## src/rv_pkg.sv

```systemverilog
// RV32I pipeline shared definitions
// Widths, instruction and ALU encodings, forwarding selects and the
// structs carried between the five pipeline stages
package rv_pkg;

    localparam int XLEN       = 32;
    localparam int REG_ADDR_W = 5;
    localparam int DMEM_WORDS = 256;
    localparam int DMEM_AW    = $clog2(DMEM_WORDS);  // Word index from byte address bits 9:2

    typedef logic [XLEN-1:0]       word_t;
    typedef logic [REG_ADDR_W-1:0] reg_idx_t;

    localparam word_t NOP_INSTR = 32'h0000_0013;  // ADDI x0, x0, 0

    // ==============================
    // Encodings
    // ==============================
    typedef enum logic [6:0] {
        OP     = 7'b0110011,
        OP_IMM = 7'b0010011,
        LOAD   = 7'b0000011,
        STORE  = 7'b0100011,
        BRANCH = 7'b1100011
    } opcode_e;

    typedef enum logic [3:0] {
        ADD = 4'd0,
        SUB, SLL, SLT, SLTU,
        XOR, SRL, SRA, OR, AND
    } alu_op_e;

    typedef enum logic [1:0] {
        FWD_REG = 2'd0,  // Value read in decode
        FWD_MEM = 2'd1,
        FWD_WB  = 2'd2
    } fwd_sel_e;

    // ==============================
    // Pipeline registers
    // ==============================
    typedef struct packed {
        word_t pc;
        word_t instr;
    } if_id_t;

    typedef struct packed {
        word_t    pc;
        word_t    rs1_val;
        word_t    rs2_val;
        word_t    imm;
        reg_idx_t rs1;
        reg_idx_t rs2;
        reg_idx_t rd;
        alu_op_e  alu_op;
        logic     alu_src;     // Immediate as operand B
        logic     mem_write;
        logic     mem_to_reg;  // Set only for loads
        logic     reg_write;
        logic     branch;
        logic     branch_ne;   // BNE when set, BEQ otherwise
    } id_ex_t;

    typedef struct packed {
        word_t    alu_result;
        word_t    store_data;
        reg_idx_t rd;
        logic     reg_write;
        logic     mem_write;
        logic     mem_to_reg;
    } ex_mem_t;

    typedef struct packed {
        word_t    alu_result;
        word_t    load_data;
        reg_idx_t rd;
        logic     reg_write;
        logic     mem_to_reg;
    } mem_wb_t;

    // Retire strobe, one cycle per register write
    typedef struct packed {
        logic     valid;
        reg_idx_t rd;
        word_t    data;
    } wb_event_t;

    typedef struct packed {
        logic  taken;
        word_t target;
    } redirect_t;

    typedef struct packed {
        logic fetch_hold;
        logic flush_if_id;
        logic bubble_id_ex;
    } pipe_ctl_t;

endpackage

```

## src/pipe_ctrl.sv

```systemverilog
// Pipeline control
// Load-use stall, branch flush and forwarding source select
`timescale 1ns/1ps

module pipe_ctrl (
    input  rv_pkg::id_ex_t    id_ex,
    input  rv_pkg::reg_idx_t  rs1_idx,
    input  rv_pkg::reg_idx_t  rs2_idx,
    input  rv_pkg::ex_mem_t   ex_mem,
    input  rv_pkg::mem_wb_t   mem_wb,
    input  rv_pkg::redirect_t redirect,
    output rv_pkg::pipe_ctl_t ctl,
    output rv_pkg::fwd_sel_e  fwd_a,
    output rv_pkg::fwd_sel_e  fwd_b
);
    import rv_pkg::*;

    logic load_use;

    // Youngest producer wins
    function automatic fwd_sel_e pick_source(reg_idx_t rs);
        if (rs == '0) begin
            return FWD_REG;
        end
        if (ex_mem.reg_write && ex_mem.rd == rs) begin
            return FWD_MEM;
        end
        if (mem_wb.reg_write && mem_wb.rd == rs) begin
            return FWD_WB;
        end
        return FWD_REG;
    endfunction

    assign load_use = id_ex.mem_to_reg && id_ex.rd != '0 &&
                      (id_ex.rd == rs1_idx || id_ex.rd == rs2_idx);

    always_comb begin
        ctl.fetch_hold   = load_use;
        ctl.flush_if_id  = redirect.taken;
        ctl.bubble_id_ex = load_use | redirect.taken;
        fwd_a            = pick_source(id_ex.rs1);
        fwd_b            = pick_source(id_ex.rs2);
    end

endmodule

```

## config.mk

```make
export PLATFORM = sky130hd
export DESIGN_NAME = pipe_ctrl
export DESIGN_NICKNAME = d
export VERILOG_FILES = /design/src/rv_pkg.sv /design/src/pipe_ctrl.sv
export SDC_FILE = /design/constraint.sdc
export NUM_CORES = 1
export LEC_CHECK = 0
export ABC_AREA = 1
export BUFFER_PORTS_ARGS = -buffer_cell sky130_fd_sc_hd__clkbuf_2
export CAP_MARGIN = 20
export CORE_AREA = 2 2 136 138
export DETAILED_ROUTE_END_ITERATION = 10
export DIE_AREA = 0 0 138 140
export PLACE_DENSITY = 0.41
export SKIP_LAST_GASP = 1
export SYNTH_ARGS = -nofsm -noshare
export SYNTH_HDL_FRONTEND = slang
export SYNTH_SLANG_ARGS = --single-unit
```

## constraint.sdc

```tcl
create_clock -name vclk -period 2.1
set_input_delay 0.42 -clock vclk [all_inputs]
set_output_delay 0.42 -clock vclk [all_outputs]
set_load 0.005 [all_outputs]
```

==> results.cfg <==
[place]
placed_cell_area_um2 = 1090
place_congestion = 0.786
hpwl_um = 2160
dp_cells = 407
port_buffers = 46
dp_slack_ns = 0.413

[sta]
min_period_ns = 1.67
tightest_slew_ns = 0.294
drv_slew = 0
timing.final.ws_setup_ns = 0.433
clock.fmax_mhz = 600
setup_violations = 0
fin_crit_sh_pct = 79.4
rsz0062_at_grt = false
hold_violations = 0
fin_hold_ws_ns = 1.02
slew-limit-headroom_pct = 80.4
tns_ns = 0

[power_and_ir_drop]
power_density_nw_per_um2 = 129
irDropWorstVdd_v = 0.0000529
p_leak_uw = 0.000580

[detailed_routing]
drt_pass1_iterations = 4
wirelength_um = 2290
drc = 0
vias_per_cell = 2.20
drtIter0Drc = 28
wl_per_cell_um = 5.63
antenna_left = 0
dr_total_vias = 897

[cells_and_area]
n_antenna_cell = 0
final_area_um2 = 1090
syn_to_final_growth_pct = 85.3
fillers = 2141
layout.nets = 519
nClkBuffers = 0
area.sequential_um2 = 0
drive_above_1_share_pct = 26.4
flops_and_latches = 0
final_cells = 407
multiInputGateArea_um2 = 445

[synth]
ys_seq_area_share_pct = 0
synthSimpleGateAreaFrac_pct = 57.0
ys_top_cells_by_area = nand2_1 32%, inv_1 22%, nor2_1 11%
synth_cells = 134
syn_avg_cell_area_um2 = 4.39
synth_compound_area_share_pct = 12.8
ys_warn_count = 0
synth_nets = 473
netlist_area_um2 = 588
netlist.area_leader.share_pct = 31.9
synth_commonest_cells = 50 x nand2_1, 34 x inv_1, 17 x nor2_1
synthAdderAreaFrac_pct = 0
synth_largest_area_cell = nand2_1
synth.mux.area_fraction_pct = 0
synth_xor_area_share_pct = 5.96
synthDistinctLibCells = 15
synth_top_family_by_area = simple AND/OR/NAND/NOR gates
yosysMostFrequentCell = nand2_1

[setup_path]
crit_required_ns = 1.68
critPathBufInv = 3
cpMaxStageDelayCell = o21ai_0
cpPeakStageDelay_ns = 0.22
critPathLaunchType = input port
arrival_ns = 1.25
criticalPathCategory = input port to output port
cp-end-kind = output port
path_cells = clkbuf_2 > inv_1 > o21ai_0 > a21oi_1 > nand2_1 > nor2_1 > nor2_1 > clkbuf_2
path_max_fanout = 3
crit_start = ex_mem[7]
cp_top_family = buffers and inverters

[cts]
cts_resized = 0
ctsHoldBuffers = 0
cts_setup_buffers = 0

[die]
die_h_um = 140
start_util_pct = 3.31
dieArea_um2 = 19300
row_count = 49
core_um2 = 17800
boundaryPins = 346
die_x_um = 138

[run]
maxCapViolations = 0

[hold_path]
hp-start = redirect[32]
worstHoldPathType = input port to output port
whs_path_depth = 2
hold_end = ctl[1]

[global_routing]
grt_use_total_pct = 2.22
antenna_found_initial = 0
grt_max_degree = 5
grt_pass1_wl_um = 3740
grt_overflow = 0
grt_pass1_vias = 855

[status]
status = finished clean
-- power by group --
group          internal [uW]  switching [uW]  total (uW)  leakage [uW]
sequential                 0               0           0             0
clock                      0               0           0             0
combinational           63.3            76.9         140      0.000580
-- final cells by class --
| type | instances | area share [%] |
|---|---|---|
| inverters | 34 | 11.7 |
| repair buffers | 46 | 21.1 |
| well taps | 229 | 26.3 |
| multi-input cells | 98 | 40.9 |
-- how the worst max path moves through the flow --
| stage | endpoint | cells past startpoint | slack, ns |
|---|---|---|---|
| 6_report | fwd_b[1] | 8 | 0.43 |
| 5_1_grt | fwd_b[1] | 8 | 0.28 |
| 4_1_cts | fwd_b[1] | 8 | 0.42 |
| 3_5_place_dp | fwd_b[1] | 8 | 0.41 |
| 3_3_place_gp | fwd_b[1] | 8 | 0.39 |
| 2_1_floorplan | fwd_b[1] | 5 | 0.72 |
-- layout by cell type (no fill, tap or decap) --
| cell | instances |
|---|---|
| o211ai_1 | 2 |
| nand2_1 | 50 |
| nor3_2 | 1 |
| o22ai_1 | 2 |
| clkbuf_2 | 46 |
| inv_1 | 34 |
| o21ai_0 | 4 |
| o221ai_1 | 2 |
| a21oi_1 | 2 |
| or2_0 | 1 |
| nand3_1 | 7 |
| nor3_1 | 4 |
| nor2_1 | 17 |
| xnor2_1 | 4 |
| nand4_1 | 2 |
-- per-layer routing --
layer | track usage [%] | share of wire (%) | routed length, um | vias up
met5 | 0 | 0 | 0 | -
met4 | 0 | 0 | 0 | 0
met3 | 0.410 | 8.2 | 189 | 0
met2 | 4.17 | 49 | 1120 | 35
met1 | 2.81 | 43 | 987 | 370
li1 | - | - | - | 492
-- logic make-up (layout without fill, tap and decap cells) --
| group | Yosys count | count (layout) |
|---|---|---|
| simple gates | 82 | 82 |
| xor+xnor | 4 | 4 |
| compound gates | 12 | 12 |
| buf+inv | 36 | 80 |
-- through the flow --
| stage | util [%] | power (uW) |
|---|---|---|
| after global routing | 6.13 | 163 |
| final | 6.13 | 140 |
| after floorplan | - | 72.8 |
| after global placement | 6.13 | 143 |
| after CTS | 6.13 | 142 |
| after detailed placement | 6.13 | 141 |
No activity file was read; power rests on OpenSTA's default activity.
