===== config.mk =====
export PLATFORM = sky130hd
export DESIGN_NAME = fetch_unit
export DESIGN_NICKNAME = d
export VERILOG_FILES = /design/src/rv_pkg.sv /design/src/fetch_unit.sv
export SDC_FILE = /design/constraint.sdc
export NUM_CORES = 1
export LEC_CHECK = 0
export ABC_CLOCK_PERIOD_IN_PS = 3500
export BUFFER_PORTS_ARGS = -buffer_cell sky130_fd_sc_hd__buf_2
export CAP_MARGIN = 20
export CORE_ASPECT_RATIO = 1.5
export CORE_MARGIN = 5
export CORE_UTILIZATION = 25
export CTS_CLUSTER_SIZE = 30
export DETAILED_ROUTE_END_ITERATION = 8
export SETUP_SLACK_MARGIN = 0.15
export SLEW_MARGIN = 20
export SYNTH_ARGS = -nofsm -noshare
export SYNTH_HDL_FRONTEND = slang
export SYNTH_SLANG_ARGS = --single-unit

===== constraint.sdc =====
create_clock -name clk -period 3.5 [get_ports clk]
set_clock_uncertainty 0.2 [all_clocks]
set_input_delay 0.525 -clock clk [delete_from_list [all_inputs] [get_ports clk]]
set_output_delay 0.525 -clock clk [all_outputs]
set_load 0.005 [all_outputs]

===== src/rv_pkg.sv =====
// RV32I pipeline shared definitions
// Widths, instruction and ALU encodings, forwarding selects and the
// structs carried between the five pipeline stages
package rv_pkg;

    localparam int XLEN       = 32;
    localparam int REG_ADDR_W = 5;
    localparam int DMEM_WORDS = 256;
    localparam int DMEM_AW    = $clog2(DMEM_WORDS);  // Word index from byte address bits 9:2

    typedef logic [XLEN-1:0]       word_t;
    typedef logic [REG_ADDR_W-1:0] reg_idx_t;

    localparam word_t NOP_INSTR = 32'h0000_0013;  // ADDI x0, x0, 0

    // ==============================
    // Encodings
    // ==============================
    typedef enum logic [6:0] {
        OP     = 7'b0110011,
        OP_IMM = 7'b0010011,
        LOAD   = 7'b0000011,
        STORE  = 7'b0100011,
        BRANCH = 7'b1100011
    } opcode_e;

    typedef enum logic [3:0] {
        ADD = 4'd0,
        SUB, SLL, SLT, SLTU,
        XOR, SRL, SRA, OR, AND
    } alu_op_e;

    typedef enum logic [1:0] {
        FWD_REG = 2'd0,  // Value read in decode
        FWD_MEM = 2'd1,
        FWD_WB  = 2'd2
    } fwd_sel_e;

    // ==============================
    // Pipeline registers
    // ==============================
    typedef struct packed {
        word_t pc;
        word_t instr;
    } if_id_t;

    typedef struct packed {
        word_t    pc;
        word_t    rs1_val;
        word_t    rs2_val;
        word_t    imm;
        reg_idx_t rs1;
        reg_idx_t rs2;
        reg_idx_t rd;
        alu_op_e  alu_op;
        logic     alu_src;     // Immediate as operand B
        logic     mem_write;
        logic     mem_to_reg;  // Set only for loads
        logic     reg_write;
        logic     branch;
        logic     branch_ne;   // BNE when set, BEQ otherwise
    } id_ex_t;

    typedef struct packed {
        word_t    alu_result;
        word_t    store_data;
        reg_idx_t rd;
        logic     reg_write;
        logic     mem_write;
        logic     mem_to_reg;
    } ex_mem_t;

    typedef struct packed {
        word_t    alu_result;
        word_t    load_data;
        reg_idx_t rd;
        logic     reg_write;
        logic     mem_to_reg;
    } mem_wb_t;

    // Retire strobe, one cycle per register write
    typedef struct packed {
        logic     valid;
        reg_idx_t rd;
        word_t    data;
    } wb_event_t;

    typedef struct packed {
        logic  taken;
        word_t target;
    } redirect_t;

    typedef struct packed {
        logic fetch_hold;
        logic flush_if_id;
        logic bubble_id_ex;
    } pipe_ctl_t;

endpackage


===== src/fetch_unit.sv =====
// Fetch stage
// Program counter with branch redirect and hold, plus the IF/ID register
`timescale 1ns/1ps

module fetch_unit (
    input  logic              clk,
    input  logic              reset,
    input  rv_pkg::pipe_ctl_t ctl,
    input  rv_pkg::redirect_t redirect,
    output rv_pkg::word_t     imem_addr,
    input  rv_pkg::word_t     imem_data,
    output rv_pkg::if_id_t    if_id
);
    import rv_pkg::*;

    word_t pc;
    word_t pc_next;

    always_comb begin
        if (redirect.taken) begin
            pc_next = redirect.target;  // Taken branch beats a hold
        end else if (ctl.fetch_hold) begin
            pc_next = pc;
        end else begin
            pc_next = pc + 32'd4;
        end
    end

    always_ff @(posedge clk or posedge reset) begin
        if (reset) begin
            pc <= '0;
        end else begin
            pc <= pc_next;
        end
    end

    assign imem_addr = pc;

    // IF/ID register, flushed slot becomes a NOP
    always_ff @(posedge clk or posedge reset) begin
        if (reset) begin
            if_id <= '{pc: '0, instr: NOP_INSTR};
        end else if (ctl.flush_if_id) begin
            if_id <= '{pc: '0, instr: NOP_INSTR};
        end else if (!ctl.fetch_hold) begin
            if_id <= '{pc: pc, instr: imem_data};
        end
    end

endmodule


==> reports/metrics.yaml <==
route:
  routedWlPerCell_microns: 16.8
  drc: 0
  vias_per_cell: 4.65
  drt_iter0_drc: 214
  drtPass1Iterations: 4
  drt-total-wl_microns: 13200
  vias: 3637
  ant_nets: 0
sta:
  relSlewSlack_pct: 42.4
  final.min_clock_period_ns: 2.36
  timing.fmax_ghz: 0.424
  fin_crit_sh_pct: 67.4
  setup_viol_count_final: 0
  slew_viol_final: 0
  setup_tns_ns: 0
  worstMarginPinSlew_ns: 0.862
  hold_viol: 0
  rsz0062_at_grt: "false"
logic_synthesis:
  synth_seq_area_share_pct: 55.0
  synth_edf_count: 0
  synth_area_sq_mm: 0.00438
  ys_ff_latch: 96
  yosysUniqueCellTypes: 35
  postSynthCellCount: 411
  synth_ff_type: "dfrtp_1"
  synth-warning-count: 0
  avgSynthCellArea_sq_um: 10.7
  async_flop_share_pct: 100
  syn-num-nets: 482
die:
  die_x_microns: 118
  core_area_sq_mm: 0.0173
  rows: 59
  io_pins: 166
  start_util_pct: 25.3
  die_area_sq_mm: 0.0203
  fp.dieH_microns: 172
cells_and_area:
  fillerInstances: 1837
  area_growth_pct: 29.7
  fin_cells: 782
  nets: 635
  drive_above_1_share_pct: 33.6
  diodes: 0
worst_setup_path:
  crit_type: "reg -> reg"
  crit_path_end_kind: "flip-flop"
  cp_max_fo: 21
  worstPathArrival_ns: 2.43
  worstPathRequired_ns: 3.57
  start_kind: "flip-flop"
  r2r.worst_path.cells: 4
  cp_cell_sequence: "nand4_2, or4_4, or4_1, a31oi_1"
  crit_slowest_cell: "or4_4"
  cpPeakStageDelay_ns: 0.65
clocking:
  root_buffer: "clkbuf_16"
  cts.htree.levels: 3
  ctsResizeCount: 0
  insertion_delay_ns: 0.35
  cts_setup_buffers: 0
  clkSinkCount: 96
  cts_buffer_depth: 2
  cts_tree: "done"
  cts_buffers: 9
  hold_buffers: 0
  cts.reportedPaths.clkPinSlew_ns: 0.07
grt:
  grt-busiest-layer: "met2"
  use_met1_pct: 16.0
  grt_pass1_wl_microns: 21200
  antenna_found_initial: 1
  grt_pass1_vias: 3803
  grt_util_met2_pct: 22.9
  grt_max_degree: 53
  grt_overflow_total: 0
  gr-usage-all-layers_pct: 13.2
  use_met3_pct: 2.59
run:
  maxCapViolCount: 0
hold_path:
  min_path_type: "in -> async"
placement:
  dp_hpwl_microns: 9520
  routabilityCongestion: 0.737
  dp.cells: 766
  io_buffers: 164
power_and_ir_drop:
  p_leak_nw: 2.86
  power.density_mw_per_mm2: 453
  ir_drop_mv: 0.203
outcome:
  status: "finished clean"
## synthesized netlist by cell type (2+ instances only)
library cell  number  area share (%)
xor2_1             8             1.6
nand3_1           10             1.1
a211o_1            3            0.60
mux2i_1           62              14
nor4_1             2            0.29
nand2_1           21             1.8
a31oi_1           14             2.0
buf_1              4            0.34
dfrtp_1           93              53
or3_1              4            0.57
o21ai_0           16             1.8
xnor2_1            5             1.0
and3_1             2            0.29
or4_1             12             2.1
inv_1              6            0.51
and4b_1            2            0.46
dfstp_2            3             1.8
and4_1             3            0.60
buf_2              2            0.23
o31ai_1           12             2.1
nand4_1           12             1.7
mux2_2             2            0.51
clkbuf_1          20             1.7
nor2b_1            4            0.57
nor2_1            79             6.8
## path summary, 6_finish.rpt
path / to / slack [ns] / start
worst max register to register: imem_addr[28] / 1.14 / imem_addr[6]
worst min register to register: if_id[17] / 0.31 / if_id[17]
max in group asynchronous: if_id[62] / 2.34 / reset
min in group clk: imem_addr[6] / 0.18 / redirect[6]
worst max-delay path: imem_addr[28] / 1.14 / imem_addr[6]
worst min-delay path: if_id[18] / 0.05 / reset
## cell usage in the layout (no fill, tap or decap), types with 5 or more instances in the layout
cell type,instances
nand3_1,10
mux2i_1,62
clkbuf_16,9
xor2_1,8
nand2_1,21
or4_1,12
dfrtp_1,93
o31ai_1,12
xnor2_1,5
nand4_1,12
nor2_1,79
buf_2,163
o21ai_0,16
a31oi_1,14
buf_4,5
inv_1,5
## logic make-up (layout without fill, tap and decap cells)
| logic type | count (synthesis) | after routing | synth area share (%) |
|---|---|---|---|
| adder cells (fa/ha/maj) | 1 | 1 | 0.286 |
| buffers and inverters | 33 | 191 | 3.06 |
| multiplexers | 64 | 64 | 14.7 |
| flip-flops | 96 | 96 | 55.0 |
| AO/OA/AOI/OAI | 47 | 47 | 6.89 |
| XOR/XNOR | 13 | 13 | 2.60 |
| AND/OR/NAND/NOR | 157 | 157 | 17.5 |
## critical path, delay by kind of cell, from the launching register on
| family | cells | cell delay [ns] |
|---|---|---|
| and+or+nand+nor | 3 | 1.41 |
| DFF | 1 | 0.51 |
| AOI/OAI and AO/OA | 1 | 0.17 |
## sequential cells by signal, indices dropped and copies added (netlist names)
name and cells:
if_id 64, imem_addr 32
## where the power goes
part	leakage [nW]	switching [mW]	internal, mW	total [mW]
registers	1.22	0.0902	1.19	1.28
clock network	0.130	0.425	0.500	0.925
logic	1.52	0.190	0.172	0.363
total	2.86	0.705	1.87	2.57
## per-stage QoR
| stage | hold slack, ns | utilization [%] | setup slack (ns) | total power [mW] | instance area, sq um |
|---|---|---|---|---|---|
| final | 0.0500 | 32.9 | 1.14 | 2.57 | 5680 |
| after global routing | 0.106 | 32.9 | 0.957 | 2.72 | 5680 |
| after CTS | 0.0688 | 32.9 | 1.10 | 2.62 | 5680 |
| after detailed placement | 0.306 | 31.3 | 0.789 | 1.68 | 5410 |
| after global placement | 0.299 | 31.3 | 0.813 | 1.67 | 5410 |
| after floorplan | 0.314 | - | 0.275 | 1.48 | 4380 |
## routing by layer
layer,part of all wire (%),up-vias
li1,-,1767
met1,41,1746
met2,52,105
met3,4.8,17
met4,1.9,2
met5,0.14,-
## final cells by class
class,count,area [sq um],area share (%)
clock buffer,13,250,4.41
inverter,6,25.0,0.441
multi-input combinational,282,1840,32.4
tap,213,267,4.69
clock inverter,3,17.5,0.309
timing repair buffer,169,873,15.4
sequential,96,2410,42.4
Note: power is estimated with default switching activity, not from simulation.
