<file path="config.mk">
export PLATFORM = sky130hd
export DESIGN_NAME = reg_file
export DESIGN_NICKNAME = d
export VERILOG_FILES = /design/src/rv_pkg.sv /design/src/reg_file.sv
export SDC_FILE = /design/constraint.sdc
export NUM_CORES = 2
export LEC_CHECK = 0
export BUFFER_PORTS_ARGS = -buffer_cell sky130_fd_sc_hd__buf_2
export CORE_MARGIN = 3
export CORE_UTILIZATION = 64
export CTS_BUF_LIST = sky130_fd_sc_hd__clkbuf_16
export DETAILED_ROUTE_END_ITERATION = 12
export HOLD_SLACK_MARGIN = 0.06
export PLACE_DENSITY = 0.92
export SLEW_MARGIN = 20
export SYNTH_ARGS = -nofsm -noshare
export SYNTH_HDL_FRONTEND = slang
export SYNTH_SLANG_ARGS = --single-unit
</file>
<file path="constraint.sdc">
create_clock -name clk -period 36.2 [get_ports clk]
set_input_delay 1.81 -clock clk [delete_from_list [all_inputs] [get_ports clk]]
set_output_delay 1.81 -clock clk [all_outputs]
set_load 0.05 [all_outputs]
</file>
<file path="src/rv_pkg.sv">
// RV32I pipeline shared definitions
// Widths, instruction and ALU encodings, forwarding selects and the
// structs carried between the five pipeline stages
package rv_pkg;

    localparam int XLEN       = 32;
    localparam int REG_ADDR_W = 5;
    localparam int DMEM_WORDS = 256;
    localparam int DMEM_AW    = $clog2(DMEM_WORDS);  // Word index from byte address bits 9:2

    typedef logic [XLEN-1:0]       word_t;
    typedef logic [REG_ADDR_W-1:0] reg_idx_t;

    localparam word_t NOP_INSTR = 32'h0000_0013;  // ADDI x0, x0, 0

    // ==============================
    // Encodings
    // ==============================
    typedef enum logic [6:0] {
        OP     = 7'b0110011,
        OP_IMM = 7'b0010011,
        LOAD   = 7'b0000011,
        STORE  = 7'b0100011,
        BRANCH = 7'b1100011
    } opcode_e;

    typedef enum logic [3:0] {
        ADD = 4'd0,
        SUB, SLL, SLT, SLTU,
        XOR, SRL, SRA, OR, AND
    } alu_op_e;

    typedef enum logic [1:0] {
        FWD_REG = 2'd0,  // Value read in decode
        FWD_MEM = 2'd1,
        FWD_WB  = 2'd2
    } fwd_sel_e;

    // ==============================
    // Pipeline registers
    // ==============================
    typedef struct packed {
        word_t pc;
        word_t instr;
    } if_id_t;

    typedef struct packed {
        word_t    pc;
        word_t    rs1_val;
        word_t    rs2_val;
        word_t    imm;
        reg_idx_t rs1;
        reg_idx_t rs2;
        reg_idx_t rd;
        alu_op_e  alu_op;
        logic     alu_src;     // Immediate as operand B
        logic     mem_write;
        logic     mem_to_reg;  // Set only for loads
        logic     reg_write;
        logic     branch;
        logic     branch_ne;   // BNE when set, BEQ otherwise
    } id_ex_t;

    typedef struct packed {
        word_t    alu_result;
        word_t    store_data;
        reg_idx_t rd;
        logic     reg_write;
        logic     mem_write;
        logic     mem_to_reg;
    } ex_mem_t;

    typedef struct packed {
        word_t    alu_result;
        word_t    load_data;
        reg_idx_t rd;
        logic     reg_write;
        logic     mem_to_reg;
    } mem_wb_t;

    // Retire strobe, one cycle per register write
    typedef struct packed {
        logic     valid;
        reg_idx_t rd;
        word_t    data;
    } wb_event_t;

    typedef struct packed {
        logic  taken;
        word_t target;
    } redirect_t;

    typedef struct packed {
        logic fetch_hold;
        logic flush_if_id;
        logic bubble_id_ex;
    } pipe_ctl_t;

endpackage

</file>
<file path="src/reg_file.sv">
// Integer register file
// 31 writable registers, x0 reads as zero, same-cycle write is
// bypassed to both read ports
`timescale 1ns/1ps

module reg_file (
    input  logic              clk,
    input  logic              reset,
    input  rv_pkg::reg_idx_t  rs1_idx,
    input  rv_pkg::reg_idx_t  rs2_idx,
    output rv_pkg::word_t     rs1_data,
    output rv_pkg::word_t     rs2_data,
    input  rv_pkg::wb_event_t wb
);
    import rv_pkg::*;

    word_t regs [1:2**REG_ADDR_W-1];

    function automatic word_t read_port(reg_idx_t idx);
        if (idx == '0) begin
            return '0;
        end
        if (wb.valid && wb.rd == idx) begin
            return wb.data;  // Write-first
        end
        return regs[idx];
    endfunction

    always_comb begin
        rs1_data = read_port(rs1_idx);
        rs2_data = read_port(rs2_idx);
    end

    always_ff @(posedge clk or posedge reset) begin
        if (reset) begin
            for (int i = 1; i < 2**REG_ADDR_W; i++) begin
                regs[i] <= '0;
            end
        end else if (wb.valid && wb.rd != '0) begin
            regs[wb.rd] <= wb.data;
        end
    end

endmodule

</file>
==> summary.md <==
| Metric | Value |
|---|---|
| Vias | 41327 |
| All-layer global routing usage | 41.1% |
| Switching power | 1.02 mW |
| Relative slew slack | 16.2% |
| Clock period minus final worst setup slack | 8.86 ns |
| Die Y | 297 um |
| GPL Wtd Cong | 0.929 |
| Placed cell area | 0.0552 mm^2 |
| Setup-failing EPs final | 0 |
| CTS Buf Count | 99 |
| Total global routing overflow | 0 |
| # resized after CTS | 0 |
| Wire per inst | 36.3 um |
| Max-slew violations | 0 |
| VDD IR-drop max | 44.8 uV |
| ANT nets after route | 0 |
| Slew @ Worst Pin | 1.25 ns |
| CTS tree | done |
| Setup Skew | 0 ns |
| Wl on met1 | 59300 um |
| Setup crit start kind | input port |
| Initial DRC Count | 6848 |
| IO Pins | 114 |
| Required @ worst endpoint | 34.39 ns |
| # DRC | 0 |
| Post-synth EDFFs | 0 |
| CP endpoint kind | output pin |
| Delay-heaviest family, CP | buffers and inverters |
| # placed instances | 4888 |
| Worst min path class | register to register |
| Synth area leader | dfrtp_1 |
| Async SR Flop Fraction | 100% |
| Post-Syn Nets | 4041 |
| Final Instance Area | 0.0585 mm^2 |
| Critical-path top delay cell | buf_4 |
| Vias in the first global route | 42376 |
| Detail Placement HPWL | 101000 um |
| CTS root buf | clkbuf_16 |
| Max cap viols | 0 |
| Top reg by flops | regs |
| Initial antenna violation count | 20 |
| Largest register FFs | 992 |
| Internal power | 2.32 mW |
| Hold Vio Cnt, Final | 0 |
| Regs by FF count | regs x992 |
| CP arrival | 7.05 ns |
| Fin crit share | 24.5% |
| Die area | 0.0882 mm^2 |
| H-tree levels | 3 |
| Synth top area cells | dfrtp_1 46%, mux2_2 25%, mux4_2 12% |
| Starting Density | 64.7% |
| Vias per cell | 8.14 |
| Pleak | 25.6 nW |
| Fillers | 4864 |
| Area grow syn2layout | 7.84% |
| Worst-path clk slew | 0.06 ns |
| Worst-Skew Late Latency | 0.69 ns |
| Core Area | 0.0838 mm^2 |
| #FFs+latches synth | 992 |
| First-pass GRT wire length | 274000 um |
| Most frequent cell after synthesis | mux2_2 |
| Most frequent CP cell | buf_4 |
| Sequential fraction of the synthesis area | 45.8% |
| Port Buf Inserts | 113 |
| Share of cells above drive strength 1 | 47.7% |
| Setup TNS Final | 0 ns |
| Synthesized area per cell | 13.6 um^2 |
| Area share of the leading cell type in the synthesized netlist | 45.8% |
| CP Cell Sequence | buf_8 > buf_4 > buf_4 > buf_4 > mux4_1 > mux2_2 > a221o_1 > a32o_1 > buf_2 |
| Critical path class | input port to output pin |
| Status | completed |
| Largest net degree at the start of global routing | 186 |
| Synth top cells by count | 1196 x mux2_2, 992 x dfrtp_1, 283 x mux4_2 |
| Final Non-Filler Cells | 5077 |
| Syn Inst Count | 3991 |
| Clock share of power | 31.9% |
| Max Used Layer | met5 |
| Worst Path Buf+Inv | 5 |
| Wire length on met2 | 76900 um |
| Gate power share | 22.6% |
| Row cnt | 106 |
| Cts hold-fix bufs | 0 |
| F_max | 0.113 GHz |
| Sequential Power Share | 45.5% |
| Synth cell types | 46 |
| Slowest stage delay, CP | 0.97 ns |
| Detailed Routing Iterations Pass 1 | 8 |
| RSZ-0062 raised after global routing | no |
| Total Nets Final | 3905 |
| Ys Warns | 0 |
| Pwr Density | 57.2 mW/mm^2 |
| Sw frac | 30.5% |
| CP Max Fanout | 80 |
| Post-CTS setup buffers | 0 |
| Sink Count | 992 |
| Die X | 297 um |
| DR WL met3 | 30200 um |
| Synth Flop Type | dfrtp_1 |
| Longest Clk Path Bufs | 3 |
| Drt total wl | 184000 um |
| Area of the mapped netlist | 0.0542 mm^2 |
==> power groups by stage <==
stage / Clock, mW / Combinational (mW) / Sequential, mW
detailed placement: 0 / 0.715 / 1.51
global placement: 0 / 0.684 / 1.48
CTS: 1.06 / 0.735 / 1.50
finish: 1.07 / 0.755 / 1.52
global route: 1.11 / 0.787 / 1.53
floorplan: 0 / 0.577 / 1.45
==> final timing paths <==
check / slack, ns / startpoint / cells past startpoint / end
max in group asynchronous: 29.64 / reset / 7 / regs[331]
setup reg to reg: 35.30 / regs[871] / 1 / regs[871]
setup / recovery: 27.34 / rs1_idx[0] / 9 / rs1_data[14]
min in group asynchronous: 1.32 / reset / 2 / regs[795]
hold / removal: 0.53 / regs[73] / 1 / regs[73]
hold reg to reg: 0.53 / regs[73] / 1 / regs[73]
==> cell type report <==
| cell class | count | area, um^2 | share of cell area [%] |
|---|---|---|---|
| Clock buffer | 99 | 2480 | 4.24 |
| Antenna cell | 10 | 25.0 | 0.0428 |
| Timing Repair Buffer | 196 | 1270 | 2.17 |
| Multi-Input combinational cell | 2562 | 27700 | 47.3 |
| Inverter | 4 | 22.5 | 0.0385 |
| Sequential cell | 992 | 24800 | 42.5 |
| Tap cell | 1134 | 1420 | 2.43 |
| Clock inverter | 80 | 769 | 1.32 |
==> stage by stage <==
| stage | total power, mW | setup WS, ns | util, % | hold slack (ns) |
|---|---|---|---|---|
| finish | 3.34 | 27.34 | 69.7 | 0.529 |
| global route | 3.43 | 27.11 | 69.7 | 0.539 |
| floorplan | 2.03 | 6.48 | - | 0.489 |
| detailed placement | 2.22 | 27.43 | 65.8 | 0.508 |
| global placement | 2.17 | 27.50 | 65.8 | 0.499 |
| CTS | 3.30 | 27.39 | 69.7 | 0.526 |
==> placed cells by master, fill, tap and decap left out, types with 10 or more instances in the layout <==
cell       instances
mux2_2          1196
dfrtp_1          992
mux4_2           283
mux2i_1          217
a22oi_1          130
buf_2            106
clkbuf_16         99
o22ai_1           92
nand2_1           83
buf_4             82
nor2_1            81
nor3_1            65
a21oi_1           59
a221oi_1          57
o21ai_0           40
a211oi_1          35
o211ai_1          32
nor2b_1           24
a32o_1            24
inv_1             22
nor4_1            20
nor2_4            18
clkinv_1          18
nand2_2           17
clkinv_2          16
bufinv_16         15
a221o_1           12
a22o_1            12
diode_2           10
==> layer usage <==
layer,GRT usage (%),up-vias
li1,-,15026
met4,30.9,20
met2,57.8,4253
met1,49.3,20554
met3,19.5,1474
met5,0.162,-
==> kinds of logic after synthesis <==
| logic type | synth area share (%) |
|---|---|
| multiplexers | 40.8 |
| flip-flops | 45.8 |
| AO/OA/AOI/OAI | 6.71 |
| buffers and inverters | 3.66 |
| AND/OR/NAND/NOR | 2.96 |
| XOR/XNOR | 0.113 |
No activity file was read; power rests on OpenSTA's default activity.
