## src/rv_pkg.sv

```systemverilog
// RV32I pipeline shared definitions
// Widths, instruction and ALU encodings, forwarding selects and the
// structs carried between the five pipeline stages
package rv_pkg;

    localparam int XLEN       = 32;
    localparam int REG_ADDR_W = 5;
    localparam int DMEM_WORDS = 256;
    localparam int DMEM_AW    = $clog2(DMEM_WORDS);  // Word index from byte address bits 9:2

    typedef logic [XLEN-1:0]       word_t;
    typedef logic [REG_ADDR_W-1:0] reg_idx_t;

    localparam word_t NOP_INSTR = 32'h0000_0013;  // ADDI x0, x0, 0

    // ==============================
    // Encodings
    // ==============================
    typedef enum logic [6:0] {
        OP     = 7'b0110011,
        OP_IMM = 7'b0010011,
        LOAD   = 7'b0000011,
        STORE  = 7'b0100011,
        BRANCH = 7'b1100011
    } opcode_e;

    typedef enum logic [3:0] {
        ADD = 4'd0,
        SUB, SLL, SLT, SLTU,
        XOR, SRL, SRA, OR, AND
    } alu_op_e;

    typedef enum logic [1:0] {
        FWD_REG = 2'd0,  // Value read in decode
        FWD_MEM = 2'd1,
        FWD_WB  = 2'd2
    } fwd_sel_e;

    // ==============================
    // Pipeline registers
    // ==============================
    typedef struct packed {
        word_t pc;
        word_t instr;
    } if_id_t;

    typedef struct packed {
        word_t    pc;
        word_t    rs1_val;
        word_t    rs2_val;
        word_t    imm;
        reg_idx_t rs1;
        reg_idx_t rs2;
        reg_idx_t rd;
        alu_op_e  alu_op;
        logic     alu_src;     // Immediate as operand B
        logic     mem_write;
        logic     mem_to_reg;  // Set only for loads
        logic     reg_write;
        logic     branch;
        logic     branch_ne;   // BNE when set, BEQ otherwise
    } id_ex_t;

    typedef struct packed {
        word_t    alu_result;
        word_t    store_data;
        reg_idx_t rd;
        logic     reg_write;
        logic     mem_write;
        logic     mem_to_reg;
    } ex_mem_t;

    typedef struct packed {
        word_t    alu_result;
        word_t    load_data;
        reg_idx_t rd;
        logic     reg_write;
        logic     mem_to_reg;
    } mem_wb_t;

    // Retire strobe, one cycle per register write
    typedef struct packed {
        logic     valid;
        reg_idx_t rd;
        word_t    data;
    } wb_event_t;

    typedef struct packed {
        logic  taken;
        word_t target;
    } redirect_t;

    typedef struct packed {
        logic fetch_hold;
        logic flush_if_id;
        logic bubble_id_ex;
    } pipe_ctl_t;

endpackage

```

## src/decode_unit.sv

```systemverilog
// Decode stage
// Main decoder, ALU operation select and I/S/B immediate build.
// Loads the ID/EX register, or a bubble on stall or flush
`timescale 1ns/1ps

module decode_unit (
    input  logic              clk,
    input  logic              reset,
    input  rv_pkg::if_id_t    if_id,
    input  rv_pkg::pipe_ctl_t ctl,
    input  rv_pkg::word_t     rs1_data,
    input  rv_pkg::word_t     rs2_data,
    output rv_pkg::reg_idx_t  rs1_idx,
    output rv_pkg::reg_idx_t  rs2_idx,
    output rv_pkg::id_ex_t    id_ex
);
    import rv_pkg::*;

    opcode_e    opcode;
    logic [2:0] funct3;
    logic [6:0] funct7;
    word_t      imm_i;
    word_t      imm_s;
    word_t      imm_b;
    alu_op_e    arith_op;
    id_ex_t     dec;  // Next contents of ID/EX

    assign opcode  = opcode_e'(if_id.instr[6:0]);
    assign funct3  = if_id.instr[14:12];
    assign funct7  = if_id.instr[31:25];
    assign rs1_idx = if_id.instr[19:15];
    assign rs2_idx = if_id.instr[24:20];

    assign imm_i = {{20{if_id.instr[31]}}, if_id.instr[31:20]};
    assign imm_s = {{20{if_id.instr[31]}}, if_id.instr[31:25], if_id.instr[11:7]};
    assign imm_b = {{19{if_id.instr[31]}}, if_id.instr[31], if_id.instr[7],
                    if_id.instr[30:25], if_id.instr[11:8], 1'b0};

    // ALU op for OP and OP_IMM, no SUBI in the immediate form
    always_comb begin
        case (funct3)
            3'b000: arith_op = (opcode == OP && funct7[5]) ? SUB : ADD;
            3'b001: arith_op = SLL;
            3'b010: arith_op = SLT;
            3'b011: arith_op = SLTU;
            3'b100: arith_op = XOR;
            3'b101: arith_op = funct7[5] ? SRA : SRL;  // Same bit for SRAI
            3'b110: arith_op = OR;
            3'b111: arith_op = AND;
        endcase
    end

    always_comb begin
        dec         = '0;
        dec.pc      = if_id.pc;
        dec.rs1_val = rs1_data;
        dec.rs2_val = rs2_data;
        dec.rs1     = rs1_idx;
        dec.rs2     = rs2_idx;
        dec.rd      = if_id.instr[11:7];
        dec.alu_op  = ADD;  // Address add for loads and stores
        case (opcode)
            OP: begin
                dec.alu_op    = arith_op;
                dec.reg_write = 1'b1;
            end
            OP_IMM: begin
                dec.alu_op    = arith_op;
                dec.alu_src   = 1'b1;
                dec.imm       = imm_i;
                dec.reg_write = 1'b1;
            end
            LOAD: begin
                dec.alu_src    = 1'b1;
                dec.imm        = imm_i;
                dec.reg_write  = 1'b1;
                dec.mem_to_reg = 1'b1;
            end
            STORE: begin
                dec.alu_src   = 1'b1;
                dec.imm       = imm_s;
                dec.mem_write = 1'b1;
            end
            BRANCH: begin
                dec.alu_op    = SUB;  // Zero result means equal
                dec.imm       = imm_b;
                dec.branch    = 1'b1;
                dec.branch_ne = funct3[0];
            end
            default: begin
                dec.reg_write = 1'b0;  // Unsupported opcode runs as a bubble
            end
        endcase
    end

    always_ff @(posedge clk or posedge reset) begin
        if (reset) begin
            id_ex <= '0;
        end else if (ctl.bubble_id_ex) begin
            id_ex <= '0;
        end else begin
            id_ex <= dec;
        end
    end

endmodule

```

## config.mk

```make
export PLATFORM = sky130hd
export DESIGN_NAME = decode_unit
export DESIGN_NICKNAME = d
export VERILOG_FILES = /design/src/rv_pkg.sv /design/src/decode_unit.sv
export SDC_FILE = /design/constraint.sdc
export NUM_CORES = 1
export LEC_CHECK = 0
export ABC_CLOCK_PERIOD_IN_PS = 4500
export BUFFER_PORTS_ARGS = -buffer_cell sky130_fd_sc_hd__buf_4
export CAP_MARGIN = 0
export CORE_AREA = 3 3 113 115
export CTS_BUF_LIST = sky130_fd_sc_hd__clkbuf_16
export DETAILED_ROUTE_END_ITERATION = 8
export DIE_AREA = 0 0 116 118
export HOLD_SLACK_MARGIN = 0.08
export PLACE_DENSITY = 0.72
export RECOVER_POWER = 25
export SKIP_LAST_GASP = 1
export SYNTH_ARGS = -nofsm -noshare
export SYNTH_HDL_FRONTEND = slang
export SYNTH_SLANG_ARGS = --single-unit
```

## constraint.sdc

```tcl
create_clock -name clk -period 4.5 [get_ports clk]
set_input_delay 0.45 -clock clk [delete_from_list [all_inputs] [get_ports clk]]
set_output_delay 0.45 -clock clk [all_outputs]
set_load 0.02 [all_outputs]
```

==> out/results.ini <==
[status]
status = complete, but fails checks
violations = max-capacitance violations, max-slew violations

[pwr]
ir_drop_mv = 0.2591
power.density_nw_per_um2 = 385.5
p_leak_nw = 3.853
power_mw = 2.813

[clock_tree]
hold_buffers = 0
numCtsBuffers = 17
clockRootBuffer = clkbuf_16
post-cts-setup-buffers = 0
cts.clk_slew.worst_paths_ps = 50
clockBufferDepth = 2
cts_max_level = 4
cts_sinks = 134
cts_tree = done
cts.repair.resized = 0

[cells_and_area]
largest_register_ffs = 134
fin_area_sq_um = 7298
final_cell_mix = buf_4 (293), dfrtp_1 (134), nor2b_1 (114)
layout.nets = 746
syn_to_final_growth_pct = 55.55
top_regs = id_ex: 134 flops
drive_gt1_frac = 0.5128
final_core_util = 0.6127
fill_cells = 961
insertedDiodeCount = 0
final_common_cell = buf_4
top_register = id_ex

[synth]
syn_avg_cell_area_sq_um = 13.68
netlist_area_sq_um = 4692
ys_seq_elements = 134
syn_inst = 343
yosysUniqueCellTypes = 27
syn_nets = 476
ys_seq_area_frac = 0.7147
ys_warn_count = 0

[placement]
place_area_sq_um = 6802
gp_congestion = 0.8093
hpwl_um = 9194
port_buffers = 293

[detailed_routing]
wl_per_cell_um = 15.84
viasPerCell = 4.429
antenna_left = 0
drcViolationCount = 0
drt_iter0_drc = 173
drt_pass1_iterations = 4
wl_um = 12220
routed-via-count = 3415

[global_route]
gr-total-overflow = 0
grtUsageTotal = 0.1791
antenna_found_initial = 0
grt_pass1_wl_um = 18310
grt_max_degree = 93
grt_pass1_vias = 3662

[floorplanning]
io_pins = 296
initial_core_util = 0.3939
core_sq_um = 11910
dieHeight_um = 118
fp-row-count = 40
die-area_sq_um = 13690
die_w_um = 116

[run]
drv_cap = 1

[timing]
drv_slew = 52
finalHoldViolCount = 0
layout_min_cycle_time_ps = 2606
finalSetupViolCount = 0
worst_slew_pin_slew_ps = 2135
fmax_mhz = 383.8
grt_setup_unrepaired = no
timing.hold.ws_ps = 211.9
relSlewSlack = -0.4234
fin_crit_sh = 0.5790
setup_tns_ps = 0

[critical_path]
worstPathRequired_ps = 4750
crit_path_start_kind = primary input
cp_max_fo = 62
cp.arrival_ps = 2860
endpoint_kind = register
path_class = in -> reg

[worst_hold_path]
hp-class = in -> async

==> per-stage QoR <==
| stage | setup slack, ps | cells |
|---|---|---|
| floorplan | 467.2 | 343 |
| global placement | 2670 | 741 |
| detailed placement | 2625 | 741 |
| CTS | 2639 | 771 |
| finish | 1894 | 771 |
| global route | 1554 | 771 |
==> path summary, 6_finish.rpt <==
kind                           from    endpoint  slack (ps)  depth (start not counted)
min in group clk           if_id[4]    id_ex[3]         230                          2
max in group asynchronous     reset   id_ex[95]        3200                          3
worst max-delay path         ctl[0]  id_ex[113]        1890                          3
worst min-delay path          reset  id_ex[102]         210                          2
==> cells by family after synthesis <==
family                 after synthesis  share of synthesized area
AOI/OAI and AO/OA                   13                    0.01787
buffers and inverters               46                    0.06427
DFF                                134                     0.7147
and+or+nand+nor                    150                     0.2032
==> cell type report <==
type,count,area [sq um],area share
flip-flops and latches,134,3353,0.4595
repair buffers,295,2207,0.3024
multi-input cells,163,1037,0.1421
clock buffers,17,425.4,0.05829
well taps,147,183.9,0.02520
clock inverters,13,78.83,0.01080
inverters,2,12.51,0.001714
==> Yosys cell counts <==
library cell    n  area [sq um]
a211o_1         1         8.760
nor2_4          1         11.26
buf_2           1         5.000
nand2_1         4         15.01
nor3_1          2         10.01
buf_6           2         22.52
o22ai_1         1         6.260
inv_1           2         7.510
nand2b_1        1         6.260
and2b_1         1         7.510
nand3_1         2         10.01
or2_1           1         6.260
and2_1          8         50.05
clkbuf_1       11         41.29
a22oi_1         4         30.03
nor3b_1         2         15.01
nor3b_4         1         18.77
a21oi_2         1         8.760
nor2b_1       114         713.2
buf_4          30         225.2
nand3b_1        2         15.01
nor4_1          1         6.260
nand4b_4        1         23.77
dfrtp_1       134          3353
nor4b_2         1         15.01
nor2_1          8         30.03
a21oi_1         6         30.03
==> layer usage <==
metal  up-vias  wire length (um)  global-route usage
met2       193              6364              0.3079
li1       1573                 -                   -
met1      1623              4134              0.1749
met5         -                 0                   0
met4         0               356             0.09065
met3        26              1359             0.08740
==> power by group <==
part	internal (mW)	leakage, nW	total, mW	switching, mW
Clock	0.729	0.268	1.18	0.453
Sequential	1.26	1.75	1.27	0.0156
Combinational	0.175	1.83	0.357	0.182
==> critical path, cell delays in order <==
cell and delay, ps:
clkbuf_1 1480, buf_4 710, nor2b_1 150
Power figures use the tool's default switching activity.
