$ cat config.mk
export PLATFORM = sky130hd
export DESIGN_NAME = execute_unit
export DESIGN_NICKNAME = d
export VERILOG_FILES = /design/src/rv_pkg.sv /design/src/execute_unit.sv
export SDC_FILE = /design/constraint.sdc
export NUM_CORES = 1
export LEC_CHECK = 0
export CELL_PAD_IN_SITES_DETAIL_PLACEMENT = 0
export CELL_PAD_IN_SITES_GLOBAL_PLACEMENT = 1
export CORE_AREA = 5 5 209 211
export DETAILED_ROUTE_END_ITERATION = 8
export DIE_AREA = 0 0 214 216
export DONT_BUFFER_PORTS = 1
export HOLD_SLACK_MARGIN = 0.08
export PLACE_DENSITY_LB_ADDON = 0.1
export SYNTH_ARGS = -nofsm -noshare
export SYNTH_HDL_FRONTEND = slang
export SYNTH_SLANG_ARGS = --single-unit
$ cat constraint.sdc
create_clock -name clk -period 10.2 [get_ports clk]
set_input_delay 1.53 -clock clk [delete_from_list [all_inputs] [get_ports clk]]
set_output_delay 1.53 -clock clk [all_outputs]
set_load 0.05 [all_outputs]
$ cat src/rv_pkg.sv
// RV32I pipeline shared definitions
// Widths, instruction and ALU encodings, forwarding selects and the
// structs carried between the five pipeline stages
package rv_pkg;

    localparam int XLEN       = 32;
    localparam int REG_ADDR_W = 5;
    localparam int DMEM_WORDS = 256;
    localparam int DMEM_AW    = $clog2(DMEM_WORDS);  // Word index from byte address bits 9:2

    typedef logic [XLEN-1:0]       word_t;
    typedef logic [REG_ADDR_W-1:0] reg_idx_t;

    localparam word_t NOP_INSTR = 32'h0000_0013;  // ADDI x0, x0, 0

    // ==============================
    // Encodings
    // ==============================
    typedef enum logic [6:0] {
        OP     = 7'b0110011,
        OP_IMM = 7'b0010011,
        LOAD   = 7'b0000011,
        STORE  = 7'b0100011,
        BRANCH = 7'b1100011
    } opcode_e;

    typedef enum logic [3:0] {
        ADD = 4'd0,
        SUB, SLL, SLT, SLTU,
        XOR, SRL, SRA, OR, AND
    } alu_op_e;

    typedef enum logic [1:0] {
        FWD_REG = 2'd0,  // Value read in decode
        FWD_MEM = 2'd1,
        FWD_WB  = 2'd2
    } fwd_sel_e;

    // ==============================
    // Pipeline registers
    // ==============================
    typedef struct packed {
        word_t pc;
        word_t instr;
    } if_id_t;

    typedef struct packed {
        word_t    pc;
        word_t    rs1_val;
        word_t    rs2_val;
        word_t    imm;
        reg_idx_t rs1;
        reg_idx_t rs2;
        reg_idx_t rd;
        alu_op_e  alu_op;
        logic     alu_src;     // Immediate as operand B
        logic     mem_write;
        logic     mem_to_reg;  // Set only for loads
        logic     reg_write;
        logic     branch;
        logic     branch_ne;   // BNE when set, BEQ otherwise
    } id_ex_t;

    typedef struct packed {
        word_t    alu_result;
        word_t    store_data;
        reg_idx_t rd;
        logic     reg_write;
        logic     mem_write;
        logic     mem_to_reg;
    } ex_mem_t;

    typedef struct packed {
        word_t    alu_result;
        word_t    load_data;
        reg_idx_t rd;
        logic     reg_write;
        logic     mem_to_reg;
    } mem_wb_t;

    // Retire strobe, one cycle per register write
    typedef struct packed {
        logic     valid;
        reg_idx_t rd;
        word_t    data;
    } wb_event_t;

    typedef struct packed {
        logic  taken;
        word_t target;
    } redirect_t;

    typedef struct packed {
        logic fetch_hold;
        logic flush_if_id;
        logic bubble_id_ex;
    } pipe_ctl_t;

endpackage

$ cat src/execute_unit.sv
// Execute stage
// Operand forwarding, immediate select, ALU, BEQ/BNE resolution
// and the EX/MEM register
`timescale 1ns/1ps

module execute_unit (
    input  logic              clk,
    input  logic              reset,
    input  rv_pkg::id_ex_t    id_ex,
    input  rv_pkg::fwd_sel_e  fwd_a,
    input  rv_pkg::fwd_sel_e  fwd_b,
    output rv_pkg::ex_mem_t   ex_mem,
    input  rv_pkg::mem_wb_t   mem_wb,
    input  rv_pkg::word_t     wb_data,
    output rv_pkg::redirect_t redirect
);
    import rv_pkg::*;

    word_t wb_fwd;
    word_t op_a;
    word_t rs2_fwd;
    word_t op_b;
    word_t alu_result;
    logic  alu_zero;

    // ALU results skip the writeback mux, loads go through it
    assign wb_fwd = mem_wb.mem_to_reg ? wb_data : mem_wb.alu_result;

    // ==============================
    // Operand select
    // ==============================
    always_comb begin
        case (fwd_a)
            FWD_MEM: op_a = ex_mem.alu_result;
            FWD_WB:  op_a = wb_fwd;
            default: op_a = id_ex.rs1_val;
        endcase
        case (fwd_b)
            FWD_MEM: rs2_fwd = ex_mem.alu_result;
            FWD_WB:  rs2_fwd = wb_fwd;
            default: rs2_fwd = id_ex.rs2_val;
        endcase
    end

    assign op_b = id_ex.alu_src ? id_ex.imm : rs2_fwd;

    // ==============================
    // ALU
    // ==============================
    always_comb begin
        case (id_ex.alu_op)
            ADD:     alu_result = op_a + op_b;
            SUB:     alu_result = op_a - op_b;
            SLL:     alu_result = op_a << op_b[4:0];
            SLT:     alu_result = {{(XLEN-1){1'b0}}, $signed(op_a) < $signed(op_b)};
            SLTU:    alu_result = {{(XLEN-1){1'b0}}, op_a < op_b};
            XOR:     alu_result = op_a ^ op_b;
            SRL:     alu_result = op_a >> op_b[4:0];
            SRA:     alu_result = $signed(op_a) >>> op_b[4:0];
            OR:      alu_result = op_a | op_b;
            AND:     alu_result = op_a & op_b;
            default: alu_result = '0;
        endcase
    end

    assign alu_zero = (alu_result == '0);

    // Branch taken when zero disagrees with the NE flag
    assign redirect.taken  = id_ex.branch & (alu_zero ^ id_ex.branch_ne);
    assign redirect.target = id_ex.pc + id_ex.imm;

    always_ff @(posedge clk or posedge reset) begin
        if (reset) begin
            ex_mem <= '0;
        end else begin
            ex_mem.alu_result <= alu_result;
            ex_mem.store_data <= rs2_fwd;      // Forwarded, before the imm mux
            ex_mem.rd         <= id_ex.rd;
            ex_mem.reg_write  <= id_ex.reg_write;
            ex_mem.mem_write  <= id_ex.mem_write;
            ex_mem.mem_to_reg <= id_ex.mem_to_reg;
        end
    end

endmodule

==> flow_metrics.env, run 1 <==
export IMPL_cts_sinks=72
export IMPL_dp_cells=2617
export IMPL_hpwlAfterDp_um=76300
export IMPL_root_buffer="clkbuf_16"
export IMPL_outcome="complete, no violations"
export IMPL_synth_seq_cells=72
export IMPL_grt_max_degree=65
export IMPL_synth_seq_area_share_pct=11.9
export IMPL_leakage_nw=7.01
export IMPL_clk_pin_slew_ns=0.07
export IMPL_grt_busiest_layer="met2"
export IMPL_grt_use_total_pct=38.6
export IMPL_layout_common_cells="211 x nor2_1, 170 x nand2_1, 167 x a21oi_1, 141 x o21ai_0, 137 x inv_1"
export IMPL_critPathTopFamily="compound AO/OA/AOI/OAI gates"
export IMPL_grt_overflow=0
export IMPL_synth_compound_area_share_pct=33.7
export IMPL_rsz0062_at_grt="false"
export IMPL_synth_flop_cell="dfrtp_1"
export IMPL_async_reset_ff_share_pct=100
export IMPL_grt_met3_usage_pct=10.4
export IMPL_fmax_mhz=103
export IMPL_fin_nets=2487
export IMPL_synthSimpleGateAreaFrac_pct=20.6
export IMPL_synthMuxAreaShare_pct=12.1
export IMPL_num_rows=75
export IMPL_synth_adder_area_share_pct=11.3
export IMPL_critPathMaxStageDelay_ns=1.02
export IMPL_drc=0
export IMPL_clk_latency_ns=0.36
export IMPL_fin_total_pwr_mw=2.79
export IMPL_period_share_pct=95.2
export IMPL_vdd_ir_drop_worst_v=0.0000815
export IMPL_core_area_sq_mm=0.0416
export IMPL_finalHoldViolations=0
export IMPL_wire_per_inst_um=36.0
export IMPL_portBuffers=0
export IMPL_required_ns=8.67
export IMPL_drt_total_wl_um=94900
export IMPL_ant_nets=0
export IMPL_crit_path_frequent_cell="inv_1"
export IMPL_cp_start_kind="input pin"
export IMPL_drive_above_1_share_pct=10.6
export IMPL_synth_cell_types=102
export IMPL_grt_pass1_wl_um=132000
export IMPL_syn_instance_count=2120
export IMPL_use_met1_pct=48.1
export IMPL_synth_avg_cell_area_sq_um=7.17
export IMPL_gp_congestion=1.03
export IMPL_critPathKind="input pin to output port"
export IMPL_setup_viol=0
export IMPL_final_area_sq_mm=0.0163
export IMPL_fin_worst_skew_ns=0.0126
export IMPL_fillers=4505
export IMPL_worstMarginPinSlew_ns=1.38
export IMPL_maxSlewViolCount=0
export IMPL_routed_via_density=6.91
export IMPL_syn_area_sq_mm=0.0152
export IMPL_arrival_ns=8.18
export IMPL_antenna_found_initial=8
export IMPL_power_density_mw_per_mm2=171
export IMPL_path_cells="inv_1 -> ha_1 -> inv_1 -> o2bb2ai_1 -> inv_1 -> ha_1 -> o31ai_1 -> a211oi_1 -> o31ai_2 -> a31oi_4 -> a211o_1 -> a221oi_1 -> a21oi_1 -> a31o_2 -> or3_1 -> nor4_2 -> nand2_1 -> mux2i_2 -> buf_4 -> buf_12"
export IMPL_firstDrtPassIters=6
export IMPL_syn2layout_area_growth_pct=7.58
export IMPL_via_count=18200
export IMPL_synth_fp_nets=2518
export IMPL_synth_top_family_by_area="compound AO/OA/AOI/OAI gates"
export IMPL_worst_path_max_fanout=13
export IMPL_boundaryPins=367
export IMPL_htreeDepth=3
export IMPL_dieHeight_um=216
export IMPL_drv_cap=0
export IMPL_regMostFlops="ex_mem"
export IMPL_first_global_vias=17100
export IMPL_yosysWarnings=0
export IMPL_cts_setup_buffers=0
export IMPL_cts_tree="yes"
export IMPL_drt_initial_drc_count=2563
export IMPL_slowest_stage="o2bb2ai_1"
export IMPL_fin_util_pct=39.3
export IMPL_dieArea_sq_mm=0.0462
export IMPL_dieWidth_um=214
export IMPL_slew_headroom_pct=7.29
export IMPL_hold_class="input pin to async pin"
export IMPL_tns_ns=0
export IMPL_end_kind="output port"
export IMPL_post_dp_cell_area_sq_mm=0.0160
export IMPL_grt_use_met2_pct=62.1
export IMPL_top_regs="ex_mem x72"
export IMPL_instances_no_fill=2639
export IMPL_clk_path_buf_depth=2
export IMPL_synth_edf_count=0
export IMPL_largest_reg_flops=72
export IMPL_cts_buffers=9
export IMPL_mostFrequentLayoutCell="nor2_1"
export IMPL_fin_crit_ns=9.71
export IMPL_critPathBufInv=5
export IMPL_start_util_pct=36.5
export IMPL_cts_resized=0
export IMPL_synth_xor_area_share_pct=2.13
export IMPL_cts_hold_fix_buffers=0
## routing by layer
metal  vias up  part of all wire, %
met3       233                   10
met2      1198                   44
met4         0                  6.0
met1      8958                   39
li1       7859                    -
met5         -                    0
## report_power, final
group / internal, mW / switching [mW]
Sequential: 0.335 / 0.283
Combinational: 0.541 / 1.27
Clock: 0.228 / 0.136
## final timing paths
path	from	to	slack, ns	cells after the start
max	fwd_a[0]	redirect[32]	0.49	20
min	reset	ex_mem[12]	0.98	1
max reg2reg	ex_mem[52]	ex_mem[70]	4.67	15
min reg2reg	ex_mem[42]	ex_mem[10]	0.99	2
max in group asynchronous	reset	ex_mem[58]	8.11	2
min in group clk	ex_mem[42]	ex_mem[10]	0.99	2
## cell type report
| cell class | instances | area, sq um | area share (%) |
|---|---|---|---|
| Clock buffer | 12 | 256 | 1.57 |
| Tap cell | 539 | 674 | 4.13 |
| Antenna cell | 6 | 15.0 | 0.0919 |
| Timing Repair Buffer | 105 | 801 | 4.90 |
| Clock inverter | 4 | 76.3 | 0.467 |
| Inverter | 145 | 553 | 3.38 |
| Sequential cell | 72 | 1800 | 11.0 |
| Multi-Input combinational cell | 1756 | 12200 | 74.4 |
## worst reg2reg max path, delay by kind of cell (launching register included)
family / cells / cell delay [ns]
fa+ha+maj: 1 / 0.47
simple gates: 4 / 1.07
flops: 1 / 0.74
compound gates: 10 / 3.10
## per-stage QoR
stage / hold WS [ns] / setup slack, ns
after global placement: 0.962 / 0.745
after CTS: 0.971 / 0.736
after floorplan: 0.877 / 1.25
after global routing: 0.997 / 0.324
after detailed placement: 0.988 / 0.744
final: 0.978 / 0.486
## synthesized netlist by cell type, drive strengths merged, types with 28 or more instances
master / instances / area share [%]
nor2: 213 / 5.3
nand2: 171 / 4.2
a21oi: 168 / 5.6
o21ai: 164 / 5.7
inv: 144 / 3.6
mux2i: 134 / 9.1
ha: 133 / 11
clkbuf: 85 / 2.1
dfrtp: 72 / 12
nor3: 70 / 2.3
a22oi: 64 / 3.2
buf: 62 / 2.5
nand3: 49 / 1.6
o22ai: 49 / 2.0
mux2: 33 / 2.6
a211oi: 28 / 1.4
o211ai: 28 / 1.4
xnor2: 28 / 1.6
## kinds of logic (layout without fill, tap and decap cells)
logic type	Yosys count	after routing
AO/OA/AOI/OAI	750	750
XOR/XNOR	37	37
adder cells (fa/ha/maj)	136	136
buffers and inverters	292	266
flip-flops	72	72
multiplexers	170	170
other	0	6
AND/OR/NAND/NOR	663	663
No activity file was read; power rests on OpenSTA's default activity.
==> inputs of run 2 (changes only) <==
- RECOVER_POWER: unset -> 50
==> flow_metrics.env, run 2 (synthesis gave the netlist of run 1 again) <==
export IMPL_required_ns=8.67
export IMPL_fin_util_pct=39.3
export IMPL_fin_total_pwr_mw=2.79
export IMPL_cts_buffers=9
export IMPL_fin_crit_ns=9.71
export IMPL_core_area_sq_mm=0.0416
export IMPL_maxSlewViolCount=58
export IMPL_firstDrtPassIters=7
export IMPL_met2WireLength_um=42200
export IMPL_cts_hold_fix_buffers=0
export IMPL_via_count=18300
export IMPL_dieHeight_um=216
export IMPL_top_layer="met4"
export IMPL_root_buffer="clkbuf_16"
export IMPL_seqCellArea_sq_mm=0.00180
export IMPL_dr_wl_met3_um=9890
export IMPL_clk_pin_slew_ns=0.06
export IMPL_first_global_vias=17100
export IMPL_vdd_ir_drop_worst_v=0.0000815
export IMPL_layout_common_cells="211 x nor2_1, 170 x nand2_1, 167 x a21oi_1, 141 x o21ai_0, 137 x inv_1"
export IMPL_cts_setup_buffers=0
export IMPL_fin_nets=2487
export IMPL_boundaryPins=367
export IMPL_worstMarginPinSlew_ns=3.38
export IMPL_syn2layout_area_growth_pct=7.55
export IMPL_clk_latency_ns=0.36
export IMPL_drive_above_1_share_pct=10.6
export IMPL_htreeDepth=3
export IMPL_tns_ns=0
export IMPL_num_rows=75
export IMPL_critPathBufInv=5
export IMPL_start_util_pct=36.5
export IMPL_fmax_mhz=103
export IMPL_grt_max_degree=65
export IMPL_drv_cap=1
export IMPL_cts_resized=0
export IMPL_end_kind="output port"
export IMPL_worst_path_max_fanout=13
export IMPL_drt_initial_drc_count=2562
export IMPL_grt_pass1_wl_um=132000
export IMPL_fillers=4505
export IMPL_multi_input_area_sq_mm=0.0122
export IMPL_grt_overflow=0
export IMPL_gp_congestion=1.03
export IMPL_arrival_ns=8.18
export IMPL_fin_worst_skew_ns=0.0128
export IMPL_critPathTopFamily="compound AO/OA/AOI/OAI gates"
export IMPL_failed_checks="capacitance limit, slew limit"
export IMPL_slew_headroom_pct=-125
export IMPL_cts_sinks=72
export IMPL_regMostFlops="ex_mem"
export IMPL_largest_reg_flops=72
export IMPL_final_area_sq_mm=0.0163
export IMPL_met1Wirelength_um=37300
export IMPL_portBuffers=0
export IMPL_dieArea_sq_mm=0.0462
export IMPL_leakage_nw=7.00
export IMPL_critPathMaxStageDelay_ns=1.01
export IMPL_outcome="complete, but fails checks"
export IMPL_ant_nets=0
export IMPL_cp_start_kind="input pin"
export IMPL_slowest_stage="o2bb2ai_1"
export IMPL_post_dp_cell_area_sq_mm=0.0160
export IMPL_routed_via_density=6.93
export IMPL_antenna_found_initial=8
export IMPL_finalHoldViolations=0
export IMPL_clk_path_buf_depth=2
export IMPL_drt_total_wl_um=95000
export IMPL_hold_class="flip-flop to flip-flop"
export IMPL_wire_per_inst_um=36.0
export IMPL_critPathKind="input pin to output port"
export IMPL_cts_tree="yes"
export IMPL_mostFrequentLayoutCell="nor2_1"
export IMPL_hpwlAfterDp_um=76300
export IMPL_period_share_pct=95.1
export IMPL_dieWidth_um=214
export IMPL_grt_use_total_pct=38.6
export IMPL_path_cells="inv_1 -> ha_1 -> inv_1 -> o2bb2ai_1 -> inv_1 -> ha_1 -> o31ai_1 -> a211oi_1 -> o31ai_2 -> a31oi_4 -> a211o_1 -> a221oi_1 -> a21oi_1 -> a31o_2 -> or3_1 -> nor4_2 -> nand2_1 -> mux2i_2 -> buf_4 -> buf_12"
export IMPL_crit_path_frequent_cell="inv_1"
export IMPL_setup_viol=0
export IMPL_power_density_mw_per_mm2=171
export IMPL_rsz0062_at_grt="false"
export IMPL_drc=0
export IMPL_top_regs="ex_mem x72"
-- run 2: changes by cell type in the layout (fill, tap and decap cells not counted) --
cell        change
buf_4           -1
clkbuf_1        +1
clkinv_2        -1
clkinvlp_2      +1
-- run 2: path summary, 6_finish.rpt --
check / start / end / slack [ns] / depth (start not counted)
hold / removal: ex_mem[42] / ex_mem[10] / 1.00 / 2
hold reg to reg: ex_mem[42] / ex_mem[10] / 1.00 / 2
setup / recovery: fwd_a[0] / redirect[32] / 0.49 / 20
min in group asynchronous: reset / ex_mem[12] / 1.12 / 1
setup reg to reg: ex_mem[52] / ex_mem[70] / 4.68 / 15
max in group asynchronous: reset / ex_mem[64] / 5.45 / 2
-- run 2: worst reg2reg max path: cells and delay by family, from the launching register on --
kind | cells | cell delay (ns)
AND/OR/NAND/NOR | 4 | 1.07
AO/OA/AOI/OAI | 10 | 3.10
adder cells (fa/ha/maj) | 1 | 0.47
flip-flops | 1 | 0.74
-- run 2: metal layers --
metal  global-route usage (%)  vias to the layer above
met5                        0                        -
met4                     18.9                        0
met3                     10.4                      240
met2                     62.1                     1218
met1                     48.1                     8968
li1                         -                     7863
-- run 2: cell type report --
class / instances / area share (%)
diodes: 6 / 0.0919
clock buffers: 12 / 1.57
clock inverters: 4 / 0.467
inverters: 145 / 3.38
multi-input cells: 1756 / 74.5
flip-flops and latches: 72 / 11.0
well taps: 539 / 4.13
repair buffers: 105 / 4.88
-- run 2: report_power, final --
part	switching (mW)	total, mW	leakage, nW	internal [mW]
combinational	1.27	1.81	5.95	0.541
clock	0.136	0.364	0.159	0.228
sequential	0.283	0.618	0.895	0.335
total	1.69	2.79	7.00	1.10
-- run 2: per-stage QoR --
stage          cells  setup WS, ns  hold WS [ns]
6_report        2639         0.495          1.00
5_1_grt         2638         0.324          1.08
4_1_cts         2633         0.736         0.971
3_5_place_dp    2617         0.744         0.988
3_3_place_gp    2617         0.745         0.962
2_1_floorplan   2120          1.25         0.877
